$ cat src/pf_consts.svh
`ifndef PF_CONSTS_SVH
`define PF_CONSTS_SVH

// line geometry in pixel clocks
`define PF_TOTAL_WIDTH      160         // pixels per line incl. offscreen
`define PF_OFFSCREEN_WIDTH  72          // first visible pixel
`define PF_MEM_LEAD         64          // fetch opens this far before visible area
`define PF_MEM_TAIL         8           // fetch closes this far before line end
`define PF_SCANOUT_LEAD     2           // scanout starts this many counts early

// bus widths
`define PF_HCOUNT_W         11          // horizontal count
`define PF_ADDR_W           16          // vram word address
`define PF_WORD_W           16          // vram data word and register data

// register map, 2-bit address
`define PF_REG_START        2'd0        // display start address
`define PF_REG_LINE_LEN     2'd1        // words per line
`define PF_REG_MODE         2'd2        // blank, bpp, colorbase
`define PF_REG_BORDER       2'd3        // border color
`define PF_MODE_BLANK_BIT   15          // mode reg: 1 = playfield blanked
`define PF_MODE_BPP_BIT     8           // mode reg: 1 = 8 bpp, 0 = 4 bpp

`endif

$ cat src/pf_fetch_pkg.sv
package pf_fetch_pkg;

    // vram fetch sequencer states
    typedef enum logic [2:0] {
        FETCH_IDLE   = 3'd0,            // waiting for fetch window
        FETCH_ADDR   = 3'd1,            // first read out, if buffer has room
        FETCH_WAIT   = 3'd2,            // second read out at 8 bpp
        FETCH_READ_0 = 3'd3,            // word0 on vram data
        FETCH_READ_1 = 3'd4             // word1 on vram data
    } fetch_st_t;

endpackage

$ cat src/pf_mode_pkg.sv
package pf_mode_pkg;

    // bits per pixel of display data
    typedef enum logic [1:0] {
        BPP_4 = 2'b00,                  // nibble per pixel
        BPP_8 = 2'b01                   // byte per pixel
    } bpp_t;

    typedef logic [7:0] pixel_idx_t;    // color index

    typedef pixel_idx_t [7:0] pixel_group_t;   // element 7 is shown first

endpackage

$ cat src/pf_ifs.sv
`include "pf_consts.svh"

// playfield configuration from the register block
interface pf_cfg_if import pf_mode_pkg::*; ();
    logic [`PF_ADDR_W-1:0] start_addr;  // first word of frame
    logic [`PF_ADDR_W-1:0] line_len;    // words added per line
    bpp_t                  bpp;         // display depth
    pixel_idx_t            colorbase;   // XORed into every pixel
    pixel_idx_t            border;      // color outside scanout
    logic                  blank;       // playfield off

    modport source (output start_addr, line_len, bpp, colorbase, border, blank);
    modport sink   (input  start_addr, line_len, bpp, colorbase, border, blank);
endinterface

// per-line windows and address
interface pf_line_if;
    logic                  fetch_active;        // vram fetch window open
    logic                  line_fetch_start;    // first cycle of window
    logic                  scanout_start;       // load first group
    logic                  scanout_end;         // stop shifting
    logic [`PF_ADDR_W-1:0] line_addr;           // first word of this line

    modport source (output fetch_active, line_fetch_start, scanout_start, scanout_end,
                    line_addr);
    modport sink   (input  fetch_active, line_fetch_start, scanout_start, scanout_end,
                    line_addr);
endinterface

// fetched words towards the pixel buffer
interface pf_words_if;
    logic [`PF_WORD_W-1:0] word0;       // first word of a fetch
    logic [`PF_WORD_W-1:0] word1;       // second word, 8 bpp only
    logic                  words_ready; // words valid this cycle
    logic                  buf_full;    // pixel buffer holds 8 pixels

    modport source (output word0, word1, words_ready, input  buf_full);
    modport sink   (input  word0, word1, words_ready, output buf_full);
endinterface

$ cat src/pf_config_regs.sv
`include "pf_consts.svh"

module pf_config_regs import pf_mode_pkg::*; (
    input  logic                  clk,
    input  logic                  reset_i,
    input  logic                  reg_wr_i,     // write strobe
    input  logic [1:0]            reg_addr_i,   // register select
    input  logic [`PF_WORD_W-1:0] reg_data_i,   // write data
    pf_cfg_if.source              cfg
);

    always_ff @(posedge clk) begin
        if (reset_i) begin
            cfg.start_addr <= '0;
            cfg.line_len   <= '0;
            cfg.bpp        <= BPP_4;
            cfg.colorbase  <= '0;
            cfg.border     <= '0;
            cfg.blank      <= 1'b1;                     // come up blanked
        end else if (reg_wr_i) begin
            case (reg_addr_i)
                `PF_REG_START:    cfg.start_addr <= reg_data_i;     // used at next frame
                `PF_REG_LINE_LEN: cfg.line_len   <= reg_data_i;
                `PF_REG_MODE: begin
                    cfg.blank     <= reg_data_i[`PF_MODE_BLANK_BIT];
                    cfg.bpp       <= reg_data_i[`PF_MODE_BPP_BIT] ? BPP_8 : BPP_4;
                    cfg.colorbase <= reg_data_i[7:0];
                end
                `PF_REG_BORDER:   cfg.border     <= reg_data_i[7:0];
                default: ;
            endcase
        end
    end

endmodule

$ cat src/pf_fetch_fsm.sv
`include "pf_consts.svh"

module pf_fetch_fsm import pf_mode_pkg::*, pf_fetch_pkg::*; (
    input  logic                  clk,
    input  logic                  reset_i,
    input  logic [`PF_WORD_W-1:0] vram_data_i,  // read data, one clock after select
    output logic                  vram_sel_o,   // read select
    output logic [`PF_ADDR_W-1:0] vram_addr_o,  // read word address
    pf_cfg_if.sink                cfg,
    pf_line_if.sink               line,
    pf_words_if.source            words
);

    fetch_st_t             state, state_next;
    logic [`PF_ADDR_W-1:0] fetch_ptr, fetch_ptr_next;   // next word to read
    logic [`PF_ADDR_W-1:0] addr_next;
    logic                  sel_next;
    logic                  initial_buf, initial_buf_next;   // nothing captured yet this line
    logic                  ready_next;

    always_comb begin
        state_next       = state;
        fetch_ptr_next   = fetch_ptr;
        addr_next        = vram_addr_o;
        sel_next         = 1'b0;
        ready_next       = 1'b0;
        initial_buf_next = initial_buf;
        case (state)
            FETCH_IDLE: begin
                if (line.fetch_active) state_next = FETCH_ADDR;
            end
            FETCH_ADDR: begin
                if (!line.fetch_active) begin
                    state_next = FETCH_IDLE;            // window closed
                end else if (!words.buf_full) begin     // hold here while buffer full
                    sel_next       = 1'b1;
                    addr_next      = fetch_ptr;
                    fetch_ptr_next = fetch_ptr + 1'b1;
                    state_next     = FETCH_WAIT;
                end
            end
            FETCH_WAIT: begin
                if (cfg.bpp == BPP_8) begin             // second word for 8 bpp
                    sel_next       = 1'b1;
                    addr_next      = fetch_ptr;
                    fetch_ptr_next = fetch_ptr + 1'b1;
                end
                ready_next       = !initial_buf;        // previous words still held in word0/1
                initial_buf_next = 1'b0;
                state_next       = FETCH_READ_0;
            end
            FETCH_READ_0: state_next = (cfg.bpp == BPP_8) ? FETCH_READ_1 : FETCH_ADDR;
            FETCH_READ_1: state_next = FETCH_ADDR;
            default:      state_next = FETCH_IDLE;
        endcase
    end

    always_ff @(posedge clk) begin
        if (reset_i) begin
            state             <= FETCH_IDLE;
            vram_sel_o        <= 1'b0;
            words.words_ready <= 1'b0;
            initial_buf       <= 1'b0;
        end else begin
            state             <= state_next;
            vram_sel_o        <= sel_next;
            words.words_ready <= ready_next;
            initial_buf       <= line.line_fetch_start ? 1'b1 : initial_buf_next;
        end
    end

    always_ff @(posedge clk) begin
        vram_addr_o <= addr_next;
        fetch_ptr   <= line.line_fetch_start ? line.line_addr : fetch_ptr_next;   // line start
        if (state == FETCH_READ_0) words.word0 <= vram_data_i;
        if (state == FETCH_READ_1) words.word1 <= vram_data_i;
    end

endmodule

$ cat src/pf_line_timing.sv
`include "pf_consts.svh"

module pf_line_timing (
    input  logic                    clk,
    input  logic                    reset_i,
    input  logic [`PF_HCOUNT_W-1:0] h_count_i,      // pixel position in line
    input  logic                    v_visible_i,    // line is in visible area
    input  logic                    line_last_i,    // last pixel of line
    input  logic                    frame_last_i,   // last pixel of frame
    pf_cfg_if.sink                  cfg,
    pf_line_if.source               line
);

    localparam logic [`PF_HCOUNT_W-1:0] H_MEM_BEGIN =
        `PF_HCOUNT_W'(`PF_OFFSCREEN_WIDTH - `PF_MEM_LEAD);
    localparam logic [`PF_HCOUNT_W-1:0] H_MEM_END =
        `PF_HCOUNT_W'(`PF_TOTAL_WIDTH - `PF_MEM_TAIL);
    localparam logic [`PF_HCOUNT_W-1:0] H_SCAN_BEGIN =
        `PF_HCOUNT_W'(`PF_OFFSCREEN_WIDTH - `PF_SCANOUT_LEAD);
    localparam logic [`PF_HCOUNT_W-1:0] H_SCAN_END =
        `PF_HCOUNT_W'(`PF_TOTAL_WIDTH - `PF_SCANOUT_LEAD);

    logic                  fetch_active;        // fetch window level
    logic                  fetch_start;         // registered window open pulse
    logic                  fetch_rise;          // window opens next clock
    logic                  fetch_fall;          // window closes next clock
    logic [`PF_ADDR_W-1:0] line_addr;           // start word of current line

    assign fetch_rise = !fetch_active && v_visible_i && !cfg.blank && (h_count_i == H_MEM_BEGIN);
    assign fetch_fall = fetch_active && (h_count_i == H_MEM_END);

    always_ff @(posedge clk) begin
        if (reset_i) begin
            fetch_active <= 1'b0;
            fetch_start  <= 1'b0;
            line_addr    <= '0;
        end else begin
            fetch_start <= fetch_rise;                  // lines up with first active cycle
            if (cfg.blank || fetch_fall) begin
                fetch_active <= 1'b0;
            end else if (fetch_rise) begin
                fetch_active <= 1'b1;
            end
            if (cfg.blank || frame_last_i) begin
                line_addr <= cfg.start_addr;            // new frame, pick up start reg
            end else if (line_last_i) begin
                line_addr <= line_addr + cfg.line_len;  // next line of bitmap
            end
        end
    end

    assign line.fetch_active     = fetch_active;
    assign line.line_fetch_start = fetch_start;
    assign line.scanout_start    = fetch_active && (h_count_i == H_SCAN_BEGIN); // only on fetched lines
    assign line.scanout_end      = (h_count_i == H_SCAN_END);
    assign line.line_addr        = line_addr;

endmodule

$ cat src/pf_pixel_shifter.sv
`include "pf_consts.svh"

module pf_pixel_shifter import pf_mode_pkg::*; (
    input  logic       clk,
    input  logic       reset_i,
    output pixel_idx_t color_o,         // color index out
    output logic       active_o,        // display enable
    pf_cfg_if.sink     cfg,
    pf_line_if.sink    line,
    pf_words_if.sink   words
);

    pixel_group_t buf_pix;              // next 8 pixels
    pixel_group_t shift_pix;            // pixels going out, element 7 first
    logic         buf_full;
    logic         half_sel;             // 0 = fill first four pixels
    logic         scanout;
    logic [2:0]   pix_x;                // pixel within group
    logic         load;                 // shift register takes buffer

    // four pixels from one fetch, one word at 4 bpp or two at 8 bpp
    function automatic logic [31:0] expand_half(input logic [`PF_WORD_W-1:0] w0,
                                                input logic [`PF_WORD_W-1:0] w1,
                                                input bpp_t bpp);
        if (bpp == BPP_8) begin
            expand_half = {w0, w1};     // byte per pixel already
        end else begin
            expand_half = {4'h0, w0[15:12], 4'h0, w0[11:8], 4'h0, w0[7:4], 4'h0, w0[3:0]};
        end
    endfunction

    assign load = line.scanout_start || (scanout && pix_x == 3'd7);

    always_ff @(posedge clk) begin
        if (reset_i) begin
            buf_full <= 1'b0;
            half_sel <= 1'b0;
            scanout  <= 1'b0;
            pix_x    <= '0;
        end else begin
            if (scanout) pix_x <= pix_x + 1'b1;
            if (load) buf_full <= 1'b0;                 // buffer moved out, room again
            if (line.scanout_start) begin
                scanout <= 1'b1;
                pix_x   <= '0;
            end
            if (line.scanout_end) scanout <= 1'b0;
            if (words.words_ready) begin
                half_sel <= ~half_sel;
                if (half_sel) buf_full <= 1'b1;         // second half done
            end
            if (line.line_fetch_start) begin
                buf_full <= 1'b0;
                half_sel <= 1'b0;
            end
        end
    end

    always_ff @(posedge clk) begin
        if (load) begin
            shift_pix <= buf_pix;
        end else if (scanout) begin
            shift_pix <= {shift_pix[6:0], cfg.border};  // border shifts in behind
        end
        if (words.words_ready) begin
            if (half_sel) buf_pix[3:0] <= expand_half(words.word0, words.word1, cfg.bpp);
            else          buf_pix[7:4] <= expand_half(words.word0, words.word1, cfg.bpp);
        end
    end

    assign words.buf_full = buf_full;
    assign active_o       = scanout;
    assign color_o        = (scanout ? shift_pix[7] : cfg.border) ^ cfg.colorbase;

endmodule

$ cat src/playfield_top.sv
`include "pf_consts.svh"

module playfield_top import pf_mode_pkg::*; (
    input  logic                    clk,
    input  logic                    reset_i,
    input  logic [`PF_HCOUNT_W-1:0] h_count_i,      // horizontal position
    input  logic                    v_visible_i,    // visible line
    input  logic                    line_last_i,    // last pixel of line
    input  logic                    frame_last_i,   // last pixel of frame
    input  logic                    reg_wr_i,       // register write strobe
    input  logic [1:0]              reg_addr_i,
    input  logic [`PF_WORD_W-1:0]   reg_data_i,
    output logic                    vram_sel_o,     // vram read select
    output logic [`PF_ADDR_W-1:0]   vram_addr_o,
    input  logic [`PF_WORD_W-1:0]   vram_data_i,    // one clock read latency
    output pixel_idx_t              color_o,
    output logic                    active_o        // display enable
);

    pf_cfg_if   cfg_if ();
    pf_line_if  line_if ();
    pf_words_if words_if ();

    pf_config_regs u_regs (
        .clk, .reset_i,
        .reg_wr_i, .reg_addr_i, .reg_data_i,
        .cfg        (cfg_if.source)
    );

    pf_line_timing u_timing (
        .clk, .reset_i,
        .h_count_i, .v_visible_i, .line_last_i, .frame_last_i,
        .cfg        (cfg_if.sink),
        .line       (line_if.source)
    );

    pf_fetch_fsm u_fetch (
        .clk, .reset_i,
        .vram_data_i, .vram_sel_o, .vram_addr_o,
        .cfg        (cfg_if.sink),
        .line       (line_if.sink),
        .words      (words_if.source)
    );

    pf_pixel_shifter u_shifter (
        .clk, .reset_i,
        .color_o, .active_o,
        .cfg        (cfg_if.sink),
        .line       (line_if.sink),
        .words      (words_if.sink)
    );

endmodule

$ cat config.mk
export PLATFORM = sky130hd
export DESIGN_NAME = playfield_top
export DESIGN_NICKNAME = d
export VERILOG_FILES = /design/src/pf_fetch_pkg.sv /design/src/pf_mode_pkg.sv /design/src/pf_ifs.sv /design/src/pf_config_regs.sv /design/src/pf_fetch_fsm.sv /design/src/pf_line_timing.sv /design/src/pf_pixel_shifter.sv /design/src/playfield_top.sv
export VERILOG_INCLUDE_DIRS = /design/src
export SDC_FILE = /design/constraint.sdc
export NUM_CORES = 1
export LEC_CHECK = 0
export BUFFER_PORTS_ARGS = -buffer_cell sky130_fd_sc_hd__buf_4
export CAP_MARGIN = 40
export CORE_MARGIN = 1
export CORE_UTILIZATION = 54
export CTS_CLUSTER_DIAMETER = 80
export DETAILED_ROUTE_END_ITERATION = 8
export GPL_ROUTABILITY_DRIVEN = 0
export HOLD_SLACK_MARGIN = 0.12
export PLACE_DENSITY = 0.83
export SLEW_MARGIN = 10
export SYNTH_ARGS = -nofsm -noshare
export SYNTH_HDL_FRONTEND = slang
export SYNTH_SLANG_ARGS = --single-unit
$ cat constraint.sdc
create_clock -name clk -period 2.7 [get_ports clk]
set_input_delay 0.27 -clock clk [delete_from_list [all_inputs] [get_ports clk]]
set_output_delay 0.27 -clock clk [all_outputs]
set_load 0.02 [all_outputs]
==> reports/metrics.yaml, run 1 <==
run_status:
  status: "complete, no violations"
timing:
  finClkSkew_ps: 11.1
  relSlewSlack_pct: 45.3
  slew_viol_final: 0
  setup_tns_ps: 0
  rsz0062_at_grt: "false"
  timing.fmax_mhz: 416
  post-route-period-util_pct: 89.0
  worst_pin_slew_ps: 818
  setup_violations: 0
  worst_slack_ps: 298
  layout_min_cycle_time_ps: 2400
  hold_violations: 0
grt:
  grt.overflow.total: 0
  grt_usage_pct: 20.9
  grt_pass1_vias: 7291
  grt_first_pass_wirelength_mm: 36.1
  grt_max_degree: 57
  antenna_found_initial: 0
power:
  leakage_uw: 0.00507
  ir_drop_v: 0.000569
  powerDensity_nw_per_um2: 633
drt:
  routedWlPerCell_um: 15.8
  dr_total_vias: 7351
  drt_pre_antenna_iters: 6
  ant_nets: 0
  wl_mm: 21.6
  remaining_drc_errors: 0
  drt_iter0_drc: 538
  viasPerCell: 5.37
floorplan:
  initial_utilization_pct: 55.3
  die_area_um2: 21500
  fp.coreArea_um2: 20400
  die_y_um: 146
  die_x_um: 146
  rows: 52
  io_pins: 77
clocking:
  root_buffer: "clkbuf_16"
  clock_sinks: 272
  clk_latency_ps: 540
  cts_tree: "built"
  cts_buffer_depth: 3
  hold_buffers: 36
  tritoncts.num_buffers: 27
  clk_pin_slew_worst_paths_ps: 60
  postCtsSetupRepairBufs: 0
  cts_resized: 0
  h-tree-depth: 1
worst_setup_path:
  cpPeakStageDelay_ps: 400
  critPathMaxFanout: 4
  cp_slowest_cell: "fa_1"
  cp-start-kind: "register"
  path_cells: "ha_1 -> fa_1 -> a21o_1 -> a21oi_1 -> nand2b_1 -> a21oi_1 -> a311oi_1 -> xor2_1 -> o22ai_1"
  critPathCaptureType: "register"
  arrival_ps: 2790
  cp_data_required_time_ps: 3090
  crit_top_cell: "a21oi_1"
  path_class: "register to register"
  cp_top_family: "compound AO/OA/AOI/OAI gates"
  path_buf_inv: 0
synth:
  yosys_most_used_dff: "edfxtp_1"
  synth.distinct_cells: 52
  syn-instance-count: 966
  synth.area.top_cells: "edfxtp_1 51%, dfxtp_1 14%, nand2_1 9.3%, mux2i_1 3.1%, a21oi_1 2.6%"
  synth_edf_count: 192
  synth_nets: 1036
  synth_warnings: 0
  yosysSeqAreaShare_pct: 65.4
  synth.most_common_cell: "nand2_1"
  synth_commonest_cells: "280 x nand2_1, 192 x edfxtp_1, 80 x dfxtp_1"
  synth_area_per_cell_um2: 11.7
  synth-seq-cells: 272
  synth_top_cell_area_share_pct: 51.2
  synth_area_leader_cell: "edfxtp_1"
  netlist_area_um2: 11300
  synthArstFlopShare_pct: 0
flow_run:
  max_cap_violations: 0
layout:
  diodes: 0
  top_regs: "u_shifter.buf_pix x64, u_shifter.shift_pix x64"
  final_nets: 1149
  drive_gt1_share_pct: 15.3
  syn2layout_area_growth_pct: 18.2
placement:
  port_buffers: 76
  dp_slack_ps: 306
  hpwlAfterDp_mm: 14.3
hold_path:
  hold_path_class: "input port to register"
## cells in the final DEF (no fill, tap or decap), types with 6 or more instances in the layout
| cell | netlist | final |
|---|---|---|
| a211oi_1 | 9 | 9 |
| a21o_1 | 7 | 7 |
| a21oi_1 | 59 | 57 |
| and2_1 | 17 | 17 |
| buf_4 | 0 | 94 |
| clkbuf_1 | 32 | 6 |
| clkbuf_16 | 0 | 27 |
| clkinv_1 | 0 | 6 |
| dfxtp_1 | 80 | 80 |
| dlygate4sd3_1 | 0 | 36 |
| edfxtp_1 | 192 | 192 |
| ha_1 | 18 | 18 |
| mux2_2 | 17 | 17 |
| mux2i_1 | 35 | 35 |
| nand2_1 | 280 | 280 |
| nand3_1 | 16 | 16 |
| nor2_1 | 49 | 49 |
| nor3b_1 | 9 | 7 |
| o21ai_0 | 20 | 20 |
| o22ai_1 | 6 | 6 |
| xnor2_1 | 23 | 23 |
| xor2_1 | 13 | 13 |
## kinds of logic after synthesis
family	synth area share (%)
AO/OA/AOI/OAI	6.41
XOR/XNOR	2.80
adder cells (fa/ha/maj)	2.18
buffers and inverters	2.75
flip-flops	65.4
multiplexers	4.81
AND/OR/NAND/NOR	15.7
## per-layer routing
layer  vias to the layer above  wire length, um  track usage, %
met2                       150            10900            36.8
li1                       3610                -               -
met1                      3564             9440            27.4
met4                         0              312            4.48
met3                        27              925            2.94
met5                         -                0               0
## where the power goes
part | internal [uW] | switching (uW) | total, uW
logic | 163 | 168 | 331
clock network | 2120 | 1510 | 3630
registers | 4460 | 24.9 | 4480
total | 6730 | 1710 | 8440
## path summary, 6_finish.rpt
kind | depth (start not counted) | slack (ps) | start | end
hold reg to reg | 1 | 430 | u_fetch.initial_buf | u_fetch.words.words_ready
hold / removal | 3 | 180 | line_last_i | u_timing.line.line_addr[11]
setup reg to reg | 9 | 300 | u_regs.cfg.line_len[0] | u_timing.line.line_addr[12]
setup / recovery | 9 | 300 | u_regs.cfg.line_len[0] | u_timing.line.line_addr[12]
## layout make-up
class	instances	area, um^2
timing repair buffer	132	1110
inverter	6	26.3
tap	270	338
sequential	272	7370
multi-input combinational	640	3620
fill	1495	7040
clock buffer	36	739
clock inverter	13	125
## tightest hold or removal path: stages
cell     delay (ps)
buf_4           220
nand3_1         110
a21oi_1          60
## metrics by stage
step	utilization, %	cell area (um^2)	std cells	hold slack, ps	power (uW)
global placement	59.4	12100	1284	412	4850
CTS	65.4	13300	1369	161	8500
detailed placement	59.4	12100	1284	413	4860
floorplan	-	11300	966	369	4730
global route	65.4	13300	1369	198	8690
finish	65.4	13300	1369	183	8440
Note: power is estimated with default switching activity, not from simulation.
==> inputs of run 2 (changes only) <==
--- a/config.mk
+++ b/config.mk
@@ -15,6 +15,7 @@
 export GPL_ROUTABILITY_DRIVEN = 0
 export HOLD_SLACK_MARGIN = 0.12
 export PLACE_DENSITY = 0.83
+export SETUP_SLACK_MARGIN = 0.3
 export SLEW_MARGIN = 10
 export SYNTH_ARGS = -nofsm -noshare
 export SYNTH_HDL_FRONTEND = slang
==> reports/metrics.yaml, run 2 (synthesis gave the netlist of run 1 again) <==
floorplan:
  die_y_um: 146
  fp.coreArea_um2: 20400
  die_x_um: 146
  rows: 52
  io_pins: 77
  initial_utilization_pct: 55.3
  die_area_um2: 21500
placement:
  port_buffers: 76
  post_dp_cell_area_um2: 12100
  hpwlAfterDp_mm: 14.7
run_status:
  status: "complete, no violations"
drt:
  ant_nets: 0
  drt_pre_antenna_iters: 6
  routedWlPerCell_um: 16.3
  remaining_drc_errors: 0
  wl_mm: 22.2
  viasPerCell: 5.41
  drt_iter0_drc: 675
  dr_total_vias: 7409
power:
  switching_power_uw: 1730
  leakage_uw: 0.00513
  powerDensity_nw_per_um2: 650
  ir_drop_v: 0.000786
  p_clk_share_pct: 44.9
  comb_power_share_pct: 3.8
  p_sw_share_pct: 19.9
  power_frac_seq_pct: 51.3
  internal-power_uw: 7000
timing:
  setup_violations: 0
  setup_tns_ps: 0
  hold_violations: 0
  layout_min_cycle_time_ps: 2270
  slew_viol_final: 0
  worst_pin_slew_ps: 769
  relSlewSlack_pct: 48.6
  finClkSkew_ps: 18.0
  post-route-period-util_pct: 84.2
  rsz0062_at_grt: "false"
  timing.fmax_mhz: 440
grt:
  antenna_found_initial: 0
  grt_pass1_vias: 7246
  grt.overflow.total: 0
  grt_max_degree: 58
  grt_first_pass_wirelength_mm: 36.3
  grt_usage_pct: 21.2
worst_setup_path:
  r2r_cells: 9
  crit_path_start: "u_timing.line.line_addr[0]"
  critPathMaxFanout: 4
  critPathCaptureType: "register"
  endpoint: "u_timing.line.line_addr[12]"
  r2r_setup_slack_ps: 430
  rr_startpoint: "u_timing.line.line_addr[0]"
  cp-start-kind: "register"
  path_class: "register to register"
  arrival_ps: 2670
  cp_data_required_time_ps: 3100
  reg2reg_to: "u_timing.line.line_addr[12]"
layout:
  diodes: 0
  final_nets: 1149
  top_regs: "u_shifter.buf_pix x64, u_shifter.shift_pix x64"
  drive_gt1_share_pct: 16.3
  fill_cells: 1458
  fin_area_um2: 13400
  final_cell_mix: "280 x nand2_1, 192 x edfxtp_1, 94 x buf_4, 80 x dfxtp_1, 55 x a21oi_1"
  final_common_cell: "nand2_1"
  syn2layout_area_growth_pct: 19.2
  final_util_pct: 66.0
clocking:
  h-tree-depth: 1
  clk_pin_slew_worst_paths_ps: 60
  tritoncts.num_buffers: 27
  clock_sinks: 272
  clk_latency_ps: 540
  cts_tree: "built"
  root_buffer: "clkbuf_16"
  cts_buffer_depth: 3
hold_path:
  hold_path_class: "input port to register"
flow_run:
  max_cap_violations: 0
## run 2: routing by layer
metal | vias up | global-route usage [%] | part of all wire (%)
li1 | 3626 | - | -
met2 | 203 | 37.5 | 51
met5 | - | 0 | 0
met3 | 42 | 3.19 | 4.9
met1 | 3538 | 26.9 | 42
met4 | 0 | 6.20 | 1.9
## run 2: per-stage QoR
stage                     worst slack, ps  instances  hold slack (ps)  power [uW]
final                                 426       1369              132        8730
after global routing                  296       1369              148        8980
after CTS                             340       1369              124        8770
after detailed placement              308       1286              421        4860
after global placement                390       1285              402        4850
after floorplan                       328        966              369        4730
## run 2: power by group through the flow
stage          Clock, uW  Combinational (uW)  Sequential [uW]
2_1_floorplan          0                 166             4560
3_3_place_gp           0                 285             4570
3_5_place_dp           0                 289             4570
4_1_cts             3960                 330             4480
5_1_grt             4130                 360             4480
6_report            3920                 331             4480
## run 2: final cells by class
cell class                 instances  area (um^2)  area share, %
inverter                           6         26.3          0.196
clock inverter                    14          211           1.57
sequential                       272         7370           54.8
tap                              270          338           2.51
timing repair buffer             132         1130           8.38
multi-input combinational        640         3640           27.1
clock buffer                      35          726           5.40
## run 2: worst max-delay path, stage by stage, from the launching register on
cell and delay (ps):
dfxtp_1 330, ha_1 210, fa_1 410, a21o_1 210, a21oi_2 180, nand2b_4 160
a21oi_2 90, a311oi_2 300, xor2_1 170, o22ai_1 80
## run 2: what timing repair did
item / in CTS / in global routing
resized for setup: 1 / 3
endpoints found under the hold margin: 84 / 0
endpoints found under the setup margin: 1 / 2
hold buffers: 34 / 0
buffers inserted: 0 / 0
pin swaps: 1 / 0
cloned: 0 / 0
## run 2: how the worst min path moves through the flow
stage	from	endpoint	slack, ps	cells past startpoint
6_report	h_count_i[1]	u_shifter.active_o	130	4
5_1_grt	h_count_i[1]	u_shifter.active_o	150	4
4_1_cts	h_count_i[1]	u_shifter.active_o	120	4
3_5_place_dp	u_fetch.initial_buf	u_fetch.words.words_ready	420	1
3_3_place_gp	u_fetch.initial_buf	u_fetch.words.words_ready	400	1
2_1_floorplan	vram_data_i[0]	u_fetch.words.word0[0]	370	0
